File: config.mk
export PLATFORM = sky130hd
export DESIGN_NAME = alu_pipeline
export DESIGN_NICKNAME = d
export VERILOG_FILES = /design/src/alu_pkg.sv /design/src/alu_dec_if.sv /design/src/alu_res_if.sv /design/src/alu_decode_stage.sv /design/src/alu_execute_stage.sv /design/src/alu_flag_stage.sv /design/src/alu_pipeline.sv /design/src/ripple_adder.sv
export SDC_FILE = /design/constraint.sdc
export NUM_CORES = 1
export LEC_CHECK = 0
export BUFFER_PORTS_ARGS = -buffer_cell sky130_fd_sc_hd__buf_2
export CORE_MARGIN = 4
export CORE_UTILIZATION = 57
export DETAILED_ROUTE_END_ITERATION = 10
export PLACE_DENSITY = 0.79
export SLEW_MARGIN = 20
export SYNTH_ARGS = -nofsm -noshare
export SYNTH_HDL_FRONTEND = slang
export SYNTH_HIERARCHICAL = 1
export SYNTH_SLANG_ARGS = --single-unit
File: constraint.sdc
create_clock -name clk_i -period 4.82 [get_ports clk_i]
set_input_delay 0.482 -clock clk_i [delete_from_list [all_inputs] [get_ports clk_i]]
set_output_delay 0.482 -clock clk_i [all_outputs]
set_load 0.01 [all_outputs]
File: src/alu_pkg.sv
package alu_pkg;

    typedef logic [7:0] word_t;
    typedef logic [3:0] opcode_t;
    typedef logic [3:0] status_t;   // V, Z, C, N from bit 3 down.
    typedef logic [7:0] carry_t;    // Carry out of each adder bit.
    typedef logic [1:0] addb_sel_t;

    // Operation codes, 12 to 15 unused.
    localparam opcode_t OP_NOT    = 4'd0;
    localparam opcode_t OP_AND    = 4'd1;
    localparam opcode_t OP_XNOR   = 4'd2;
    localparam opcode_t OP_LSL    = 4'd3;
    localparam opcode_t OP_ASR    = 4'd4;
    localparam opcode_t OP_ADD    = 4'd5;
    localparam opcode_t OP_SUB    = 4'd6;
    localparam opcode_t OP_INC    = 4'd7;
    localparam opcode_t OP_DEC    = 4'd8;
    localparam opcode_t OP_NEG    = 4'd9;
    localparam opcode_t OP_MULTI8 = 4'd10;
    localparam opcode_t OP_MOD4   = 4'd11;

    localparam int FLAG_V = 3;
    localparam int FLAG_Z = 2;
    localparam int FLAG_C = 1;
    localparam int FLAG_N = 0;

    // Source of the adder b operand.
    localparam addb_sel_t ADDB_B        = 2'd0;
    localparam addb_sel_t ADDB_NOT_B    = 2'd1;
    localparam addb_sel_t ADDB_ONE      = 2'd2;
    localparam addb_sel_t ADDB_ALL_ONES = 2'd3;

endpackage

File: src/alu_dec_if.sv
interface alu_dec_if;

    logic               valid;
    alu_pkg::opcode_t   op;
    alu_pkg::word_t     a;
    alu_pkg::word_t     b;
    logic               invert_a;   // Adder sees ~a.
    alu_pkg::addb_sel_t addb_sel;
    logic               carry_in;
    logic               arith;      // V and C are meaningful.
    logic               shift;      // Z and N are suppressed.

    modport dec_mp (
        output valid, op, a, b,
        output invert_a, addb_sel, carry_in,
        output arith, shift
    );

    modport ex_mp (
        input  valid, op, a, b,
        input  invert_a, addb_sel, carry_in,
        input  arith, shift
    );

endinterface

File: src/alu_res_if.sv
interface alu_res_if;

    logic            valid;
    alu_pkg::word_t  result;
    alu_pkg::carry_t carries;
    logic            arith;
    logic            shift;

    modport ex_mp (
        output valid, result, carries, arith, shift
    );

    modport flg_mp (
        input  valid, result, carries, arith, shift
    );

endinterface

File: src/alu_decode_stage.sv
module alu_decode_stage (
    input  logic             clk_i,
    input  logic             reset_i,
    input  logic             valid_i,
    input  alu_pkg::opcode_t op_i,
    input  alu_pkg::word_t   a_i,
    input  alu_pkg::word_t   b_i,
    alu_dec_if.dec_mp        dec_o
);

    logic               invert_a;
    alu_pkg::addb_sel_t addb_sel;
    logic               carry_in;
    logic               arith;
    logic               shift;

    // Opcode groups are resolved here once.
    always_comb begin
        invert_a = (op_i == alu_pkg::OP_NEG) || (op_i == alu_pkg::OP_MOD4);
        carry_in = (op_i == alu_pkg::OP_SUB);
        shift    = (op_i == alu_pkg::OP_LSL) || (op_i == alu_pkg::OP_ASR);
        arith    = op_i inside {alu_pkg::OP_ADD, alu_pkg::OP_SUB, alu_pkg::OP_INC,
                                alu_pkg::OP_DEC, alu_pkg::OP_NEG};

        case (op_i)
            alu_pkg::OP_ADD: addb_sel = alu_pkg::ADDB_B;
            alu_pkg::OP_SUB: addb_sel = alu_pkg::ADDB_NOT_B;      // a + ~b + 1.
            alu_pkg::OP_DEC: addb_sel = alu_pkg::ADDB_ALL_ONES;
            default:         addb_sel = alu_pkg::ADDB_ONE;        // INC, NEG, MOD4.
        endcase
    end

    always_ff @(posedge clk_i) begin
        if (reset_i) begin
            dec_o.valid <= 1'b0;
        end else begin
            dec_o.valid <= valid_i;
        end
    end

    always_ff @(posedge clk_i) begin
        dec_o.op       <= op_i;
        dec_o.a        <= a_i;
        dec_o.b        <= b_i;
        dec_o.invert_a <= invert_a;
        dec_o.addb_sel <= addb_sel;
        dec_o.carry_in <= carry_in;
        dec_o.arith    <= arith;
        dec_o.shift    <= shift;
    end

endmodule

File: src/alu_execute_stage.sv
module alu_execute_stage (
    input  logic      clk_i,
    input  logic      reset_i,
    alu_dec_if.ex_mp  dec_i,
    alu_res_if.ex_mp  res_o
);

    alu_pkg::word_t  add_a;
    alu_pkg::word_t  add_b;
    alu_pkg::word_t  sum;
    alu_pkg::carry_t carries;

    alu_pkg::word_t  not_res;
    alu_pkg::word_t  and_res;
    alu_pkg::word_t  xnor_res;
    alu_pkg::word_t  lsl_res;
    alu_pkg::word_t  asr_res;
    alu_pkg::word_t  mul8_res;
    alu_pkg::word_t  mod4_res;
    alu_pkg::word_t  result;

    assign add_a = dec_i.invert_a ? ~dec_i.a : dec_i.a;

    always_comb begin
        case (dec_i.addb_sel)
            alu_pkg::ADDB_B:     add_b = dec_i.b;
            alu_pkg::ADDB_NOT_B: add_b = ~dec_i.b;
            alu_pkg::ADDB_ONE:   add_b = 8'h01;
            default:             add_b = 8'hff;
        endcase
    end

    ripple_adder u_ripple_adder (
        .a_i       (add_a),
        .b_i       (add_b),
        .carry_i   (dec_i.carry_in),
        .sum_o     (sum),
        .carries_o (carries)
    );

    assign not_res  = ~dec_i.a;
    assign and_res  = dec_i.a & dec_i.b;
    assign xnor_res = ~(dec_i.a ^ dec_i.b);
    assign lsl_res  = {dec_i.b[6:0], 1'b0};
    assign asr_res  = {dec_i.b[7], dec_i.b[7:1]};   // Sign fill.
    assign mul8_res = {dec_i.b[4:0], 3'b000};

    // Negative a takes the low bits of -a from the adder.
    assign mod4_res = {6'b0, dec_i.a[7] ? sum[1:0] : dec_i.a[1:0]};

    always_comb begin
        case (dec_i.op)
            alu_pkg::OP_NOT:    result = not_res;
            alu_pkg::OP_AND:    result = and_res;
            alu_pkg::OP_XNOR:   result = xnor_res;
            alu_pkg::OP_LSL:    result = lsl_res;
            alu_pkg::OP_ASR:    result = asr_res;
            alu_pkg::OP_ADD,
            alu_pkg::OP_SUB,
            alu_pkg::OP_INC,
            alu_pkg::OP_DEC,
            alu_pkg::OP_NEG:    result = sum;
            alu_pkg::OP_MULTI8: result = mul8_res;
            alu_pkg::OP_MOD4:   result = mod4_res;
            default:            result = '0;        // Unused codes.
        endcase
    end

    always_ff @(posedge clk_i) begin
        if (reset_i) begin
            res_o.valid <= 1'b0;
        end else begin
            res_o.valid <= dec_i.valid;
        end
    end

    always_ff @(posedge clk_i) begin
        res_o.result  <= result;
        res_o.carries <= carries;
        res_o.arith   <= dec_i.arith;
        res_o.shift   <= dec_i.shift;
    end

endmodule

File: src/alu_flag_stage.sv
module alu_flag_stage (
    input  logic              clk_i,
    input  logic              reset_i,
    alu_res_if.flg_mp         res_i,
    output logic              valid_o,
    output alu_pkg::word_t    result_o,
    output alu_pkg::status_t  status_o
);

    logic             overflow;
    logic             carry_out;
    logic             zero;
    logic             negative;
    alu_pkg::status_t status;

    // Adder flags only for arithmetic ops.
    assign overflow  = res_i.arith & (res_i.carries[7] ^ res_i.carries[6]);
    assign carry_out = res_i.arith & res_i.carries[7];

    // Result flags, masked for shifts.
    assign zero     = ~res_i.shift & (res_i.result == '0);
    assign negative = ~res_i.shift & res_i.result[7];

    always_comb begin
        status                 = '0;
        status[alu_pkg::FLAG_V] = overflow;
        status[alu_pkg::FLAG_Z] = zero;
        status[alu_pkg::FLAG_C] = carry_out;
        status[alu_pkg::FLAG_N] = negative;
    end

    always_ff @(posedge clk_i) begin
        if (reset_i) begin
            valid_o  <= 1'b0;
            result_o <= '0;
            status_o <= '0;
        end else begin
            valid_o <= res_i.valid;
            if (res_i.valid) begin     // Hold last result between ops.
                result_o <= res_i.result;
                status_o <= status;
            end
        end
    end

endmodule

File: src/alu_pipeline.sv
module alu_pipeline (
    input  logic              clk_i,
    input  logic              reset_i,
    input  logic              valid_i,
    input  alu_pkg::opcode_t  op_i,
    input  alu_pkg::word_t    a_i,
    input  alu_pkg::word_t    b_i,
    output logic              valid_o,
    output alu_pkg::word_t    result_o,
    output alu_pkg::status_t  status_o
);

    alu_dec_if dec_if ();
    alu_res_if res_if ();

    // Stage 1.
    alu_decode_stage u_decode (
        .clk_i   (clk_i),
        .reset_i (reset_i),
        .valid_i (valid_i),
        .op_i    (op_i),
        .a_i     (a_i),
        .b_i     (b_i),
        .dec_o   (dec_if.dec_mp)
    );

    // Stage 2.
    alu_execute_stage u_execute (
        .clk_i   (clk_i),
        .reset_i (reset_i),
        .dec_i   (dec_if.ex_mp),
        .res_o   (res_if.ex_mp)
    );

    // Stage 3.
    alu_flag_stage u_flag (
        .clk_i    (clk_i),
        .reset_i  (reset_i),
        .res_i    (res_if.flg_mp),
        .valid_o  (valid_o),
        .result_o (result_o),
        .status_o (status_o)
    );

endmodule

File: src/ripple_adder.sv
module ripple_adder (
    input  alu_pkg::word_t  a_i,
    input  alu_pkg::word_t  b_i,
    input  logic            carry_i,
    output alu_pkg::word_t  sum_o,
    output alu_pkg::carry_t carries_o
);

    alu_pkg::carry_t carry_in;   // Carry into each bit.

    assign carry_in = {carries_o[6:0], carry_i};

    // One full-adder cell per bit.
    for (genvar i = 0; i < $bits(alu_pkg::word_t); i++) begin : g_bit
        assign sum_o[i]     = a_i[i] ^ b_i[i] ^ carry_in[i];
        assign carries_o[i] = (a_i[i] & b_i[i])
                            | (a_i[i] & carry_in[i])
                            | (b_i[i] & carry_in[i]);
    end

endmodule

==> results of run 1 <==
flip-flops by register name, indices dropped and copies added (netlist names), 2 cells and up:
register,cells
u_decode/dec_o.a,8
u_decode/dec_o.b,8
u_execute/res_o.result,8
u_flag/result_o,8
u_decode/dec_o.op,4
u_flag/status_o,4
u_decode/dec_o.addb_sel,2
u_execute/res_o.carries,2
worst max-delay path by stage:
stage                          startpoint                        end  slack (ns)  cells past startpoint
6_report       u_decode/dec_o.addb_sel[0]  u_execute/res_o.result[7]        0.64                     17
2_1_floorplan     u_decode/dec_o.invert_a  u_execute/res_o.result[7]        0.74                     16
3_3_place_gp   u_decode/dec_o.addb_sel[0]  u_execute/res_o.result[7]        0.77                     17
4_1_cts        u_decode/dec_o.addb_sel[0]  u_execute/res_o.result[7]        0.67                     17
5_1_grt        u_decode/dec_o.addb_sel[0]  u_execute/res_o.result[7]        0.40                     17
3_5_place_dp   u_decode/dec_o.addb_sel[0]  u_execute/res_o.result[7]        0.68                     17
cell usage in the layout, fill, tap and decap left out, types with 2 or more instances in the layout:
master and n:
a2111o_1 2, a211o_1 2, a211oi_1 2, a21o_1 3
a21oi_1 5, a21oi_2 2, and2_1 6, buf_2 35
buf_4 3, clkbuf_8 5, dfxtp_1 53, fa_1 8
ha_1 8, inv_1 15, mux2_2 2, mux2i_1 9
nand2_1 7, nand2b_1 14, nand2b_2 4, nand3_1 2
nand3b_1 7, nand4b_1 5, nand4bb_1 4, nor2_1 18
nor2b_1 4, nor3_1 3, nor3b_1 2, o2111ai_1 4
o21ai_0 6, o21ai_1 2, or2_2 3, or4bb_1 2
xnor2_1 8, xor2_1 10
power by group through the flow:
stage / Sequential [mW] / Combinational (mW) / Clock, mW
floorplan: 0.496 / 0.104 / 0
global placement: 0.509 / 0.127 / 0
detailed placement: 0.510 / 0.132 / 0
CTS: 0.500 / 0.133 / 0.302
global route: 0.505 / 0.150 / 0.322
finish: 0.499 / 0.133 / 0.294
metrics by stage:
stage | setup WS, ns | power (mW) | hold slack [ns] | instances | util
2_1_floorplan | 0.744 | 0.601 | 0.310 | 256 | -
3_3_place_gp | 0.770 | 0.636 | 0.312 | 332 | 0.634
3_5_place_dp | 0.683 | 0.642 | 0.312 | 332 | 0.634
4_1_cts | 0.668 | 0.935 | 0.265 | 340 | 0.659
5_1_grt | 0.404 | 0.976 | 0.250 | 340 | 0.659
6_report | 0.643 | 0.927 | 0.270 | 340 | 0.659
layout make-up:
class | count | share of cell area
inverter | 15 | 0.0195
timing repair buffer | 38 | 0.0684
tap | 52 | 0.0225
clock buffer | 6 | 0.0251
multi-input combinational | 174 | 0.484
clock inverter | 2 | 0.0134
sequential | 53 | 0.367
worst max-delay path: stages (launching register included):
cell and delay [ns]:
dfxtp_1 0.31, buf_4 0.17, xnor2_1 0.13, nand2b_1 0.06, inv_1 0.07, fa_1 0.17, inv_1 0.05, fa_1 0.37
fa_1 0.40, fa_1 0.40, fa_1 0.42, fa_1 0.41, fa_1 0.41, inv_1 0.08, fa_1 0.40, inv_1 0.06
inv_1 0.03, o2111ai_1 0.17
layer usage:
layer / GRT usage / vias up / wire [microns] / share of wire
met1: 0.262 / 857 / 2210 / 0.44
met3: 0.0449 / 4 / 359 / 0.072
met2: 0.306 / 64 / 2390 / 0.48
li1: - / 935 / - / -
met5: 0 / - / 0 / 0
met4: 0.0524 / 0 / 47 / 0.0094
==> flow_metrics.py, run 1 <==
metrics = {
    "floorplanning": {
        "initial_core_util": 0.595,
        "die_y_microns": 75.6,
        "core_sq_um": 4380,
        "rows": 24,
        "die-area_sq_um": 5720,
        "die_x_microns": 75.6,
        "pin_count": 36,
    },
    "sta": {
        "relSlewSlack": 0.465,
        "setup_viol": 0,
        "worstMarginPinSlew_ns": 0.801,
        "rsz0062_at_grt": "false",
        "period_share": 0.867,
        "hold_viol": 0,
        "finClkSkew_ns": 0.0101,
        "setup_tns_ns": 0,
        "fmax_ghz": 0.239,
        "fin_crit_ns": 4.18,
        "slew_violations": 0,
    },
    "layout": {
        "seq_area_sq_um": 1060,
        "area_growth_pct": 10.8,
        "multi_input_comb_area_sq_um": 1400,
        "diodes": 0,
        "fill_cells": 369,
        "fin_nets": 326,
        "drive_gt1_frac": 0.205,
        "design_area_sq_um": 2890,
    },
    "critical_path": {
        "start_kind": "register",
        "reg2reg_from": "u_decode/dec_o.addb_sel[0]",
        "r2r_cells": 17,
        "cp_data_arrival_time_ns": 4.41,
        "crit_type": "reg -> reg",
        "crit_required_ns": 5.05,
        "r2r-end": "u_execute/res_o.result[7]",
        "critPathMaxFanout": 8,
        "rrSetupSlack_ns": 0.64,
        "end_kind": "register",
    },
    "flow_run": {
        "max-cap-violations": 0,
    },
    "placed_design": {
        "gp_congestion": 0.855,
        "numPortBuffers": 35,
        "place_hpwl_microns": 3720,
        "place_area_sq_um": 2780,
    },
    "clock_tree": {
        "cts_hold_buf": 0,
        "cts_resized": 0,
        "ctsRootBufferMaster": "clkbuf_8",
        "clkTransAtPathRegs_ns": 0.10,
        "cts_buffer_depth": 2,
        "clock-sinks": 53,
        "htree_num_levels": 2,
        "post-cts-setup-buffers": 0,
        "cts_tree": "done",
        "insertion_delay_ns": 0.30,
        "numCtsBuffers": 5,
    },
    "route": {
        "drt-pass1-iter-count": 5,
        "avgRoutedWirePerCell_microns": 14.7,
        "drt_iter0_drc": 135,
        "vias": 1860,
        "drc": 0,
        "ant_nets": 0,
        "drt-total-wl_microns": 5000,
        "viasPerCell": 5.47,
    },
    "pwr": {
        "seqPwrFrac": 0.539,
        "share_comb_of_total_power": 0.144,
        "pwr-share-clk": 0.317,
        "intPower_mw": 0.693,
        "power.density_nw_per_um2": 321,
        "p_sw_mw": 0.234,
        "swShare": 0.253,
        "peakVddDrop_uv": 290,
        "p_leak_nw": 1.23,
    },
    "grt": {
        "grt_pass1_vias": 1732,
        "antenna_found_initial": 0,
        "grt_max_degree": 38,
        "grt_pass1_wl_microns": 8230,
        "gr-usage-all-layers": 0.192,
        "grt_overflow": 0,
    },
    "synth": {
        "ys_warn_count": 6,
        "syn_nets": 295,
        "syn-instance-count": 256,
        "avgSynthCellArea_sq_um": 10.2,
        "syn-cell-area_sq_um": 2610,
    },
    "run_status": {
        "status": "finished, final reports clean",
    },
    "hold_path": {
        "min_to": "u_decode/dec_o.b[6]",
        "hp-class": "in -> reg",
        "hold_depth": 1,
        "hold_path.startpoint": "b_i[6]",
    },
}
Note: power is estimated with default switching activity, not from simulation.
==> run 2, diff against run 1 <==
--- a/config.mk
+++ b/config.mk
@@ -7,9 +7,10 @@
 export LEC_CHECK = 0
 export BUFFER_PORTS_ARGS = -buffer_cell sky130_fd_sc_hd__buf_2
 export CORE_MARGIN = 4
-export CORE_UTILIZATION = 57
+export CORE_UTILIZATION = 55
+export CTS_BUF_LIST = sky130_fd_sc_hd__clkbuf_4 sky130_fd_sc_hd__clkbuf_8
 export DETAILED_ROUTE_END_ITERATION = 10
-export PLACE_DENSITY = 0.79
+export PLACE_DENSITY = 0.77
 export SLEW_MARGIN = 20
 export SYNTH_ARGS = -nofsm -noshare
 export SYNTH_HDL_FRONTEND = slang
==> constraint.sdc (replaced) <==
create_clock -name clk_i -period 5.35 [get_ports clk_i]
set_input_delay 0.535 -clock clk_i [delete_from_list [all_inputs] [get_ports clk_i]]
set_output_delay 0.535 -clock clk_i [all_outputs]
set_load 0.01 [all_outputs]
==> run 2 against run 1 <==
Against the previous run: non-clock buffer count decreased by 2; clock-buffer cell count unchanged; hold slack improved by 0.057 ns; first-iteration DRC count decreased by 6.7%; global-route usage decreased by 1.6 points; worst setup slack improved by 0.41 ns; sequential share of layout area increased by 0.52 points; die area increased by 3.3%; flip-flop and latch count unchanged; clock power decreased by 27%.
==> flow_metrics.py, run 2 (synthesis gave the netlist of run 1 again) <==
metrics = {
    "run_status": {
        "status": "finished, final reports clean",
    },
    "floorplanning": {
        "initial_core_util": 0.583,
        "die_y_microns": 76.9,
        "die_x_microns": 76.9,
        "die-area_sq_um": 5910,
        "rows": 24,
        "pin_count": 36,
        "core_sq_um": 4470,
    },
    "clock_tree": {
        "post-cts-setup-buffers": 0,
        "cts_resized": 0,
        "ctsRootBufferMaster": "clkbuf_8",
        "clkTransAtPathRegs_ns": 0.08,
        "cts_tree": "done",
        "insertion_delay_ns": 0.30,
        "clock-sinks": 53,
        "htree_num_levels": 2,
        "cts_hold_buf": 0,
        "numCtsBuffers": 5,
        "cts_buffer_depth": 2,
    },
    "critical_path": {
        "crit_type": "reg -> reg",
        "end_kind": "register",
        "r2r_cells": 16,
        "crit_required_ns": 5.58,
        "start_kind": "register",
        "critPathMaxFanout": 8,
        "cp_data_arrival_time_ns": 4.52,
    },
    "sta": {
        "relSlewSlack": 0.450,
        "fin_crit_ns": 4.29,
        "worstMarginPinSlew_ns": 0.823,
        "fin_ws_ns": 1.06,
        "finClkSkew_ns": 0.00198,
        "setup_tns_ns": 0,
        "rsz0062_at_grt": "false",
        "period_share": 0.803,
        "slew_violations": 0,
        "fmax_ghz": 0.233,
        "holdWs_ns": 0.327,
        "hold_viol": 0,
        "setup_viol": 0,
    },
    "route": {
        "drt-pass1-iter-count": 4,
        "avgRoutedWirePerCell_microns": 14.1,
        "viasPerCell": 5.40,
        "drt-total-wl_microns": 4750,
        "vias": 1824,
        "drt_iter0_drc": 126,
        "drc": 0,
        "ant_nets": 0,
    },
    "layout": {
        "design_area_sq_um": 2850,
        "final_common_cell": "dfxtp_1",
        "area_growth_pct": 9.31,
        "fin_nets": 324,
        "layout_common_cells": "dfxtp_1 (53), buf_2 (35), nor2_1 (18)",
        "drive_gt1_frac": 0.203,
        "fin_cells": 338,
        "diodes": 0,
        "utilization": 0.637,
        "fill_cells": 377,
    },
    "placed_design": {
        "place_ws_ns": 1.11,
        "place_inst": 330,
        "place_hpwl_microns": 3560,
        "place_area_sq_um": 2760,
        "gp_congestion": 0.890,
        "numPortBuffers": 35,
    },
    "hold_path": {
        "hold_depth": 1,
        "hp-class": "in -> reg",
    },
    "grt": {
        "grt_max_degree": 38,
        "grt_pass1_vias": 1746,
        "antenna_found_initial": 0,
        "grt_pass1_wl_microns": 8410,
        "gr-usage-all-layers": 0.176,
        "grt_overflow": 0,
    },
    "pwr": {
        "peakVddDrop_uv": 204,
        "power.density_nw_per_um2": 274,
        "power_mw": 0.780,
        "p_leak_nw": 1.22,
    },
    "flow_run": {
        "max-cap-violations": 0,
    },
}
[run 2: changes by cell type in the layout (fill, tap and decap cells not counted), sizes merged]
| cell | change |
|---|---|
| buf | -2 |
| bufinv | -1 |
| clkinv | +1 |
[run 2: final timing paths]
kind / startpoint / endpoint / slack (ns)
setup / recovery: u_decode/dec_o.addb_sel[0] / u_execute/res_o.result[7] / 1.06
hold / removal: a_i[0] / u_decode/dec_o.a[0] / 0.33
setup reg to reg: u_decode/dec_o.addb_sel[0] / u_execute/res_o.result[7] / 1.06
hold reg to reg: u_decode/dec_o.arith / u_execute/res_o.arith / 0.33
[run 2: where the power goes]
part           total [mW]  switching [mW]  internal, mW
sequential          0.452          0.0297         0.422
clock               0.214           0.118        0.0958
combinational       0.115          0.0546        0.0603
[run 2: final cells by class]
class,instances,area (sq um),share of cell area
multi-input cells,174,1400,0.491
flip-flops and latches,53,1060,0.372
repair buffers,36,183,0.0641
clock buffers,6,76.3,0.0268
well taps,52,65.1,0.0228
inverters,15,56.3,0.0198
clock inverters,2,10.0,0.00351
[run 2: per-layer routing]
metal  GRT usage  wire [microns]  up-vias
li1            -               -      932
met1       0.247            2290      832
met2       0.256            2050       49
met3      0.0445             290       11
met4      0.0725             117        0
met5           0               0        -
[run 2: worst max-delay path, stage by stage (launching register included)]
cell	delay (ns)
dfxtp_1	0.58
xnor2_1	0.17
nand2b_1	0.07
inv_1	0.07
fa_1	0.18
inv_1	0.05
fa_1	0.38
fa_1	0.40
fa_1	0.40
fa_1	0.40
fa_1	0.39
fa_1	0.40
inv_1	0.08
fa_1	0.40
inv_1	0.06
inv_1	0.03
o2111ai_1	0.16
